===== config.mk =====
export PLATFORM = sky130hd
export DESIGN_NAME = ahb_csr_top
export DESIGN_NICKNAME = d
export VERILOG_FILES = /design/src/hw/ahb_csr_pkg.sv /design/src/hw/ahb_decode.sv /design/src/hw/csr_regfile.sv /design/src/hw/ahb_result.sv /design/src/hw/ahb_csr_top.sv
export SDC_FILE = /design/constraint.sdc
export NUM_CORES = 1
export LEC_CHECK = 0
export BUFFER_PORTS_ARGS = -buffer_cell sky130_fd_sc_hd__buf_2
export CAP_MARGIN = 20
export CORE_MARGIN = 1
export CORE_UTILIZATION = 30
export CTS_BUF_LIST = sky130_fd_sc_hd__clkbuf_4
export DETAILED_ROUTE_END_ITERATION = 7
export PLACE_DENSITY = 0.55
export SLEW_MARGIN = 20
export SYNTH_ARGS = -nofsm -noshare
export SYNTH_HDL_FRONTEND = slang
export SYNTH_HIERARCHICAL = 1
export SYNTH_SLANG_ARGS = --single-unit

===== constraint.sdc =====
create_clock -name hclk_i -period 3.28 [get_ports hclk_i]
set_clock_uncertainty 0.05 [all_clocks]
set_input_delay 0.328 -clock hclk_i [delete_from_list [all_inputs] [get_ports hclk_i]]
set_output_delay 0.328 -clock hclk_i [all_outputs]
set_load 0.01 [all_outputs]

===== src/hw/ahb_csr_pkg.sv =====
// Constants shared by the AHB-Lite CSR slave and its testbench
// Bus widths, AHB encodings, register map and fixed register values
package ahb_csr_pkg;

  localparam int unsigned AHB_DATA_WIDTH = 32;
  localparam int unsigned AHB_ADDR_WIDTH = 32;
  localparam int unsigned CSR_ADDR_WIDTH = 6;  // 16 word slots

  // htrans
  localparam logic [1:0] HTRANS_IDLE   = 2'b00;
  localparam logic [1:0] HTRANS_BUSY   = 2'b01;
  localparam logic [1:0] HTRANS_NONSEQ = 2'b10;
  localparam logic [1:0] HTRANS_SEQ    = 2'b11;

  // hsize, only up to the bus width
  localparam logic [2:0] HSIZE_BYTE = 3'b000;
  localparam logic [2:0] HSIZE_HALF = 3'b001;
  localparam logic [2:0] HSIZE_WORD = 3'b010;

  // Register byte offsets
  localparam logic [CSR_ADDR_WIDTH-1:0] ADDR_HW_VERSION  = 6'h00;
  localparam logic [CSR_ADDR_WIDTH-1:0] ADDR_CONTROL     = 6'h04;
  localparam logic [CSR_ADDR_WIDTH-1:0] ADDR_STATUS      = 6'h08;
  localparam logic [CSR_ADDR_WIDTH-1:0] ADDR_INTR_STATUS = 6'h0C;
  localparam logic [CSR_ADDR_WIDTH-1:0] ADDR_INTR_ENABLE = 6'h10;
  localparam logic [CSR_ADDR_WIDTH-1:0] ADDR_SCRATCH     = 6'h14;

  localparam logic [AHB_DATA_WIDTH-1:0] HW_VERSION_VALUE = 32'h0001_0100;  // v1.1.0
  localparam logic [AHB_DATA_WIDTH-1:0] CONTROL_MASK     = 32'h0000_00FF;

  localparam int unsigned INTR_WIDTH = 8;  // Interrupt sources

endpackage


===== src/hw/ahb_decode.sv =====
// AHB-Lite address phase decode
// Turns each accepted transfer into one CPU interface request in the data phase
module ahb_decode import ahb_csr_pkg::*; (
  input  logic                      hclk_i,
  input  logic                      rst_n_i,
  input  logic [AHB_ADDR_WIDTH-1:0] haddr_i,
  input  logic [2:0]                hsize_i,
  input  logic [1:0]                htrans_i,
  input  logic [AHB_DATA_WIDTH-1:0] hwdata_i,
  input  logic                      hwrite_i,
  input  logic                      hsel_i,
  input  logic                      hready_i,
  input  logic                      busy_i,
  output logic                      cpuif_req_o,
  output logic                      cpuif_req_is_wr_o,
  output logic [CSR_ADDR_WIDTH-1:0] cpuif_addr_o,
  output logic [AHB_DATA_WIDTH-1:0] cpuif_wr_data_o,
  output logic [AHB_DATA_WIDTH-1:0] cpuif_wr_biten_o
);

  logic                      trans_valid;
  logic                      accept;
  logic [3:0]                byte_en;
  logic                      req_q;
  logic                      is_wr_q;
  logic [CSR_ADDR_WIDTH-1:0] addr_q;
  logic [3:0]                byte_en_q;

  always_comb begin
    trans_valid = 1'b0;
    case (htrans_i)
      HTRANS_NONSEQ, HTRANS_SEQ: trans_valid = 1'b1;
      HTRANS_IDLE, HTRANS_BUSY:  trans_valid = 1'b0;  // Zero-wait OKAY
    endcase
  end

  // Byte lanes from size and low address bits
  always_comb begin
    case (hsize_i)
      HSIZE_BYTE: byte_en = 4'b0001 << haddr_i[1:0];
      HSIZE_HALF: byte_en = 4'b0011 << {haddr_i[1], 1'b0};
      HSIZE_WORD: byte_en = 4'b1111;
      default:    byte_en = 4'b1111;
    endcase
  end

  // req_q keeps the request a single-cycle pulse
  assign accept = hsel_i & hready_i & trans_valid & ~busy_i & ~req_q;

  always_ff @(posedge hclk_i or negedge rst_n_i) begin
    if (!rst_n_i) begin
      req_q <= 1'b0;
    end else begin
      req_q <= accept;
    end
  end

  always_ff @(posedge hclk_i) begin
    if (accept) begin
      is_wr_q   <= hwrite_i;
      addr_q    <= {haddr_i[CSR_ADDR_WIDTH-1:2], 2'b00};  // Word aligned
      byte_en_q <= byte_en;
    end
  end

  assign cpuif_req_o       = req_q;
  assign cpuif_req_is_wr_o = is_wr_q;
  assign cpuif_addr_o      = addr_q;
  assign cpuif_wr_data_o   = hwdata_i;  // Live data phase value

  always_comb begin
    for (int i = 0; i < 4; i++) begin
      cpuif_wr_biten_o[8*i +: 8] = {8{byte_en_q[i]}};
    end
  end

  // Response stage must have released the bus
  a_no_req_while_busy : assert property (@(posedge hclk_i) disable iff (!rst_n_i)
    cpuif_req_o |-> !busy_i);

endmodule


===== src/hw/csr_regfile.sv =====
// Six-register CSR block behind the CPU request/acknowledge interface
// Control output, sampled status input and a W1C interrupt block with enable mask
module csr_regfile import ahb_csr_pkg::*; (
  input  logic                      hclk_i,
  input  logic                      rst_n_i,
  input  logic                      cpuif_req_i,
  input  logic                      cpuif_req_is_wr_i,
  input  logic [CSR_ADDR_WIDTH-1:0] cpuif_addr_i,
  input  logic [AHB_DATA_WIDTH-1:0] cpuif_wr_data_i,
  input  logic [AHB_DATA_WIDTH-1:0] cpuif_wr_biten_i,
  input  logic [AHB_DATA_WIDTH-1:0] status_i,
  input  logic [INTR_WIDTH-1:0]     event_i,
  output logic                      cpuif_rd_ack_o,
  output logic                      cpuif_rd_err_o,
  output logic [AHB_DATA_WIDTH-1:0] cpuif_rd_data_o,
  output logic                      cpuif_wr_ack_o,
  output logic                      cpuif_wr_err_o,
  output logic [7:0]                ctrl_o,
  output logic                      irq_o
);

  logic [AHB_DATA_WIDTH-1:0] ctrl_q;
  logic [AHB_DATA_WIDTH-1:0] scratch_q;
  logic [AHB_DATA_WIDTH-1:0] status_q;
  logic [INTR_WIDTH-1:0]     intr_status_q;
  logic [INTR_WIDTH-1:0]     intr_en_q;
  logic                      rd_req;
  logic                      wr_req;
  logic                      rd_ok;
  logic                      wr_ok;
  logic                      wr_hit;
  logic [AHB_DATA_WIDTH-1:0] rd_mux;
  logic [AHB_DATA_WIDTH-1:0] wr_bits;
  logic [INTR_WIDTH-1:0]     intr_clr;

  assign rd_req  = cpuif_req_i & ~cpuif_req_is_wr_i;
  assign wr_req  = cpuif_req_i & cpuif_req_is_wr_i;
  assign wr_bits = cpuif_wr_data_i & cpuif_wr_biten_i;

  // Offset decode and read mux
  always_comb begin
    rd_ok  = 1'b1;
    wr_ok  = 1'b1;
    rd_mux = '0;
    case (cpuif_addr_i)
      ADDR_HW_VERSION: begin
        rd_mux = HW_VERSION_VALUE;
        wr_ok  = 1'b0;
      end
      ADDR_CONTROL:     rd_mux = ctrl_q;
      ADDR_STATUS: begin
        rd_mux = status_q;
        wr_ok  = 1'b0;  // Driven by hardware
      end
      ADDR_INTR_STATUS: rd_mux = AHB_DATA_WIDTH'(intr_status_q);
      ADDR_INTR_ENABLE: rd_mux = AHB_DATA_WIDTH'(intr_en_q);
      ADDR_SCRATCH:     rd_mux = scratch_q;
      default: begin
        rd_ok = 1'b0;
        wr_ok = 1'b0;
      end
    endcase
  end

  assign wr_hit   = wr_req & wr_ok;
  assign intr_clr = (wr_hit && cpuif_addr_i == ADDR_INTR_STATUS) ?
                    wr_bits[INTR_WIDTH-1:0] : '0;

  always_ff @(posedge hclk_i or negedge rst_n_i) begin
    if (!rst_n_i) begin
      ctrl_q         <= '0;
      scratch_q      <= '0;
      status_q       <= '0;
      intr_status_q  <= '0;
      intr_en_q      <= '0;
      irq_o          <= 1'b0;
      cpuif_rd_ack_o <= 1'b0;
      cpuif_rd_err_o <= 1'b0;
      cpuif_wr_ack_o <= 1'b0;
      cpuif_wr_err_o <= 1'b0;
    end else begin
      status_q       <= status_i;
      intr_status_q  <= (intr_status_q & ~intr_clr) | event_i;  // Set beats clear
      irq_o          <= |(intr_status_q & intr_en_q);
      cpuif_rd_ack_o <= rd_req;
      cpuif_rd_err_o <= rd_req & ~rd_ok;
      cpuif_wr_ack_o <= wr_req;
      cpuif_wr_err_o <= wr_req & ~wr_ok;
      if (wr_hit && cpuif_addr_i == ADDR_CONTROL) begin
        ctrl_q <= ((ctrl_q & ~cpuif_wr_biten_i) | wr_bits) & CONTROL_MASK;
      end
      if (wr_hit && cpuif_addr_i == ADDR_INTR_ENABLE) begin
        intr_en_q <= (intr_en_q & ~cpuif_wr_biten_i[INTR_WIDTH-1:0]) |
                     wr_bits[INTR_WIDTH-1:0];
      end
      if (wr_hit && cpuif_addr_i == ADDR_SCRATCH) begin
        scratch_q <= (scratch_q & ~cpuif_wr_biten_i) | wr_bits;
      end
    end
  end

  // Unmapped offsets already read as zero from the mux
  always_ff @(posedge hclk_i) begin
    if (rd_req) begin
      cpuif_rd_data_o <= rd_mux;
    end
  end

  assign ctrl_o = ctrl_q[7:0];

  a_ack_after_req : assert property (@(posedge hclk_i) disable iff (!rst_n_i)
    cpuif_req_i |=> (cpuif_rd_ack_o || cpuif_wr_ack_o));

  a_acks_exclusive : assert property (@(posedge hclk_i) disable iff (!rst_n_i)
    !(cpuif_rd_ack_o && cpuif_wr_ack_o));

endmodule


===== src/hw/ahb_result.sv =====
// AHB-Lite response stage
// Stretches the data phase until the CPU interface acknowledges, two-cycle ERROR
module ahb_result import ahb_csr_pkg::*; (
  input  logic                      hclk_i,
  input  logic                      rst_n_i,
  input  logic                      cpuif_req_i,
  input  logic                      cpuif_rd_ack_i,
  input  logic                      cpuif_rd_err_i,
  input  logic [AHB_DATA_WIDTH-1:0] cpuif_rd_data_i,
  input  logic                      cpuif_wr_ack_i,
  input  logic                      cpuif_wr_err_i,
  output logic [AHB_DATA_WIDTH-1:0] hrdata_o,
  output logic                      hreadyout_o,
  output logic                      hresp_o,
  output logic                      busy_o
);

  typedef enum logic [1:0] {
    ST_IDLE,
    ST_WAIT,
    ST_ERR2
  } state_e;

  state_e state_q;
  state_e state_d;
  logic   ack;
  logic   err;

  assign ack = cpuif_rd_ack_i | cpuif_wr_ack_i;
  assign err = (cpuif_rd_ack_i & cpuif_rd_err_i) | (cpuif_wr_ack_i & cpuif_wr_err_i);

  always_comb begin
    state_d     = state_q;
    hreadyout_o = 1'b1;
    hresp_o     = 1'b0;
    busy_o      = 1'b0;
    case (state_q)
      ST_IDLE: begin
        if (cpuif_req_i) begin
          state_d     = ST_WAIT;
          hreadyout_o = 1'b0;  // First data phase cycle
        end
      end
      ST_WAIT: begin
        if (err) begin
          state_d     = ST_ERR2;
          hreadyout_o = 1'b0;
          hresp_o     = 1'b1;
          busy_o      = 1'b1;
        end else if (ack) begin
          state_d = ST_IDLE;
        end else begin
          hreadyout_o = 1'b0;
          busy_o      = 1'b1;
        end
      end
      ST_ERR2: begin
        hresp_o = 1'b1;  // Second ERROR cycle, ready high
        state_d = ST_IDLE;
      end
      default: state_d = ST_IDLE;
    endcase
  end

  always_ff @(posedge hclk_i or negedge rst_n_i) begin
    if (!rst_n_i) begin
      state_q <= ST_IDLE;
    end else begin
      state_q <= state_d;
    end
  end

  assign hrdata_o = cpuif_rd_ack_i ? cpuif_rd_data_i : '0;

  a_hresp_rise_not_ready : assert property (@(posedge hclk_i) disable iff (!rst_n_i)
    $rose(hresp_o) |-> !hreadyout_o);

endmodule


===== src/hw/ahb_csr_top.sv =====
// AHB-Lite slave with a small CSR block
// Decode, register file and response stage joined by the CPU interface
module ahb_csr_top import ahb_csr_pkg::*; (
  input  logic                      hclk_i,
  input  logic                      rst_n_i,
  input  logic [AHB_ADDR_WIDTH-1:0] haddr_i,
  input  logic [2:0]                hburst_i,  // Bursts run as single transfers
  input  logic [3:0]                hprot_i,
  input  logic [2:0]                hsize_i,
  input  logic [1:0]                htrans_i,
  input  logic [AHB_DATA_WIDTH-1:0] hwdata_i,
  input  logic                      hwrite_i,
  input  logic                      hsel_i,
  input  logic                      hready_i,
  output logic [AHB_DATA_WIDTH-1:0] hrdata_o,
  output logic                      hreadyout_o,
  output logic                      hresp_o,
  output logic [7:0]                ctrl_o,
  input  logic [AHB_DATA_WIDTH-1:0] status_i,
  input  logic [INTR_WIDTH-1:0]     event_i,
  output logic                      irq_o
);

  logic                      cpuif_req;
  logic                      cpuif_req_is_wr;
  logic [CSR_ADDR_WIDTH-1:0] cpuif_addr;
  logic [AHB_DATA_WIDTH-1:0] cpuif_wr_data;
  logic [AHB_DATA_WIDTH-1:0] cpuif_wr_biten;
  logic                      cpuif_rd_ack;
  logic                      cpuif_rd_err;
  logic [AHB_DATA_WIDTH-1:0] cpuif_rd_data;
  logic                      cpuif_wr_ack;
  logic                      cpuif_wr_err;
  logic                      busy;

  ahb_decode u_decode (
    .hclk_i            (hclk_i),
    .rst_n_i           (rst_n_i),
    .haddr_i           (haddr_i),
    .hsize_i           (hsize_i),
    .htrans_i          (htrans_i),
    .hwdata_i          (hwdata_i),
    .hwrite_i          (hwrite_i),
    .hsel_i            (hsel_i),
    .hready_i          (hready_i),
    .busy_i            (busy),
    .cpuif_req_o       (cpuif_req),
    .cpuif_req_is_wr_o (cpuif_req_is_wr),
    .cpuif_addr_o      (cpuif_addr),
    .cpuif_wr_data_o   (cpuif_wr_data),
    .cpuif_wr_biten_o  (cpuif_wr_biten)
  );

  csr_regfile u_regfile (
    .hclk_i            (hclk_i),
    .rst_n_i           (rst_n_i),
    .cpuif_req_i       (cpuif_req),
    .cpuif_req_is_wr_i (cpuif_req_is_wr),
    .cpuif_addr_i      (cpuif_addr),
    .cpuif_wr_data_i   (cpuif_wr_data),
    .cpuif_wr_biten_i  (cpuif_wr_biten),
    .status_i          (status_i),
    .event_i           (event_i),
    .cpuif_rd_ack_o    (cpuif_rd_ack),
    .cpuif_rd_err_o    (cpuif_rd_err),
    .cpuif_rd_data_o   (cpuif_rd_data),
    .cpuif_wr_ack_o    (cpuif_wr_ack),
    .cpuif_wr_err_o    (cpuif_wr_err),
    .ctrl_o            (ctrl_o),
    .irq_o             (irq_o)
  );

  ahb_result u_result (
    .hclk_i          (hclk_i),
    .rst_n_i         (rst_n_i),
    .cpuif_req_i     (cpuif_req),
    .cpuif_rd_ack_i  (cpuif_rd_ack),
    .cpuif_rd_err_i  (cpuif_rd_err),
    .cpuif_rd_data_i (cpuif_rd_data),
    .cpuif_wr_ack_i  (cpuif_wr_ack),
    .cpuif_wr_err_i  (cpuif_wr_err),
    .hrdata_o        (hrdata_o),
    .hreadyout_o     (hreadyout_o),
    .hresp_o         (hresp_o),
    .busy_o          (busy)
  );

endmodule


==> results.md <==
* Status: complete, no violations
* Final Hold Viols at 0
* Crit path depth at 4
* Post-Syn Instances at 521
* Setup bufs post-CTS at 0
* Post-DP HPWL at 10220 µm
* DIE WIDTH at 147.1 µm
* Largest cells by area after synthesis: dfrtp_1 38%, edfxtp_1 19%, buf_4 8.1%
* CTS max path bufs at 2
* Synthesized cell area at 0.006316 mm²
* Final setup TNS at 0 ns
* Ys Warns at 6
* Fin. max-slew vios at 0
* GRT Overall Usage at 15.23%
* Clk sinks at 137
* Max Clock Freq at 362.8 MHz
* Worst reg2reg setup slack at 0.52 ns
* Slowest stage cell, crit path: edfxtp_1
* Initial Util at 30.92%
* Total leakage power at 3.538 nW
* R2R Path End: u_regfile/intr_status_q[6]
* Power Dens Cells at 426.2 mW/mm²
* Mean Syn Cell Area at 12.12 µm²
* Most used routing layer: met2
* Pre-CTS setup slack at 1.030 ns
* Post-synth top area share at 38.03%
* Hold WS at 0.06810 ns
* Largest net degree at the start of global routing at 87
* Final ANT Viol Nets at 0
* Grt total ovfl at 0
* Post-synth top cells: 96 x dfrtp_1, 68 x buf_4, 51 x nand3_1
* CP endpoint kind: register
* Delay-heaviest family, CP: simple AND/OR/NAND/NOR gates
* Max Cap Viol at 0
* Fin crit share at 84.03%
* Via count at 4518
* Core area at 0.02043 mm²
* Worst reg2reg startpoint: u_decode/cpuif_addr_o[2]
* Num rows at 52
* CP required at 3.69 ns
* Reg clk slew, reported paths at 0.14 ns
* Tightest Pin Transition at 1.011 ns
* Total CTS buffers at 17
* Routed vias/inst at 4.721
* Routed WL per cell at 16.45 µm
* Maximum VDD drop at 0.1608 mV
* GR Util met2 at 25.05%
* Crit start category: register
* IO Port Bufs at 129
* End of the critical path: u_regfile/intr_status_q[6]
* Most used flip-flop cell after synthesis: dfrtp_1
* P_sw at 0.8728 mW
* Dominant cell type by area after synthesis: dfrtp_1
* RSZ-0062 raised after global routing: false
* Worst path max stage delay at 0.81 ns
* Flop pwr share at 54.6%
* Sequential-to-total area share from yosys stat at 57.53%
* Nets at 797
* Crit path cell chain: and4b_1 > and3_1 > a21oi_1 > dlygate4sd3_1
* CP bufs+invs at 1
* Drt drc at 0
* Final Util at 38.95%
* Post-synth ARST share at 70.07%
* Setup Crit Path Kind: register to register
* Wirelength, routed at 15740 µm
* Vias in the first global route at 4705
* Fraction of layout cells with a size suffix above 1 at 30.32%
* Die area at 0.02164 mm²
* Rel. slew slack at 32.58%
* # H-tree levels at 4
* M3 GR Usage at 3.727%
* Yosys reg bits at 137
* Tightest Hold Check Type: input pin to register
* First-pass GRT wire length at 24900 µm
* TritonRoute pass-1 iters at 5
* Die Y at 147.1 µm
* P_int at 2.519 mW
* Ports at 164
* Root buffer cell: clkbuf_4
* Initial antenna violation count at 1
* Post-layout min period at 2.756 ns
* Post-synth cell types at 36
* Met1 usage at 19.54%
* CTS tree: yes
* WP data arrival at 3.16 ns
* CP Max Fanout at 15
* Number of synthesized flops with an enable pin at 41
* PnR worst setup slack at 0.5239 ns
* Sw Ratio at 25.74%
* Routability cong. at 0.8018
* R2R depth at 4
* 1st-iter DRT viols at 271
* P&R area growth vs syn at 25.99%
* Comb pwr share at 10.3%
* Tot Pwr at 3.392 mW
* Worst skew pair latency at 0.54 ns
* Number of setup violations in the final report at 0
* Clk network pwr share at 35.1%
* Most frequent cell after synthesis: dfrtp_1
* Worst Setup SP: u_decode/cpuif_addr_o[2]
per-stage QoR:
step | instances | instance area, µm²
after global placement | 841 | 6819
after floorplan | 522 | 6320
after detailed placement | 841 | 6819
after CTS | 956 | 7951
final | 957 | 7958
after global routing | 957 | 7958
power groups by stage:
stage | logic [mW] | registers (mW) | clock network [mW]
floorplan | 0.185 | 1.87 | 0
global placement | 0.268 | 1.88 | 0
detailed placement | 0.277 | 1.89 | 0
CTS | 0.353 | 1.85 | 1.24
global route | 0.387 | 1.86 | 1.32
finish | 0.349 | 1.85 | 1.19
timing repair:
action | 4_1_cts | 5_1_grt
hold buffers | 83 | 0
gates resized for setup | 0 | 0
hold endpoints to repair | 182 | 0
setup endpoints to repair | 0 | 0
layout make-up:
type / count / area [µm²]
antenna: 1 / 2.502
clock buffer: 17 / 127.6
clock inverter: 15 / 173.9
fill: 2038 / 12470
inverter: 5 / 18.77
multi-input combinational: 287 / 2071
sequential: 137 / 3633
tap: 270 / 337.8
timing repair buffer: 225 / 1593
logic make-up (layout without fill, tap and decap cells):
kind of cell | Yosys count | in the layout | share of synthesized area [%]
AO/OA/AOI/OAI | 49 | 49 | 5.646
adder cells (fa/ha/maj) | 3 | 3 | 0.5944
flip-flops | 137 | 137 | 57.53
other | 1 | 3 | 0.05937
multiplexers | 57 | 57 | 10.16
buffers and inverters | 98 | 262 | 10.16
AND/OR/NAND/NOR | 176 | 176 | 15.85
layout by cell type (no fill, tap or decap), types with 5 or more instances in the layout:
cell / n
buf_2: 128
dfrtp_1: 96
dlygate4sd3_1: 83
nand3_1: 51
edfxtp_1: 41
nand4_1: 41
and2_1: 34
mux2_1: 33
mux2_2: 24
a22o_1: 22
nor2_1: 21
clkbuf_4: 17
buf_4: 12
a21oi_1: 12
nand2_1: 8
inv_1: 5
metal layers:
layer	routed length, µm	vias up
li1	-	2124
met1	7108	2248
met2	7669	132
met3	777	14
met4	188	0
met5	0	-
worst min-delay path by stage:
stage / to / start / cells past startpoint / slack (ns)
2_1_floorplan: u_decode/cpuif_req_o / rst_n_i / 0 / -0.02
3_3_place_gp: u_regfile/status_q[6] / status_i[6] / 1 / 0.39
3_5_place_dp: u_regfile/status_q[1] / status_i[1] / 1 / 0.39
4_1_cts: u_decode/byte_en_q[1] / haddr_i[1] / 2 / 0.002
5_1_grt: u_decode/byte_en_q[1] / haddr_i[1] / 2 / 0.006
6_report: u_decode/byte_en_q[1] / haddr_i[1] / 2 / 0.07
(Power assumes the default switching activity.)
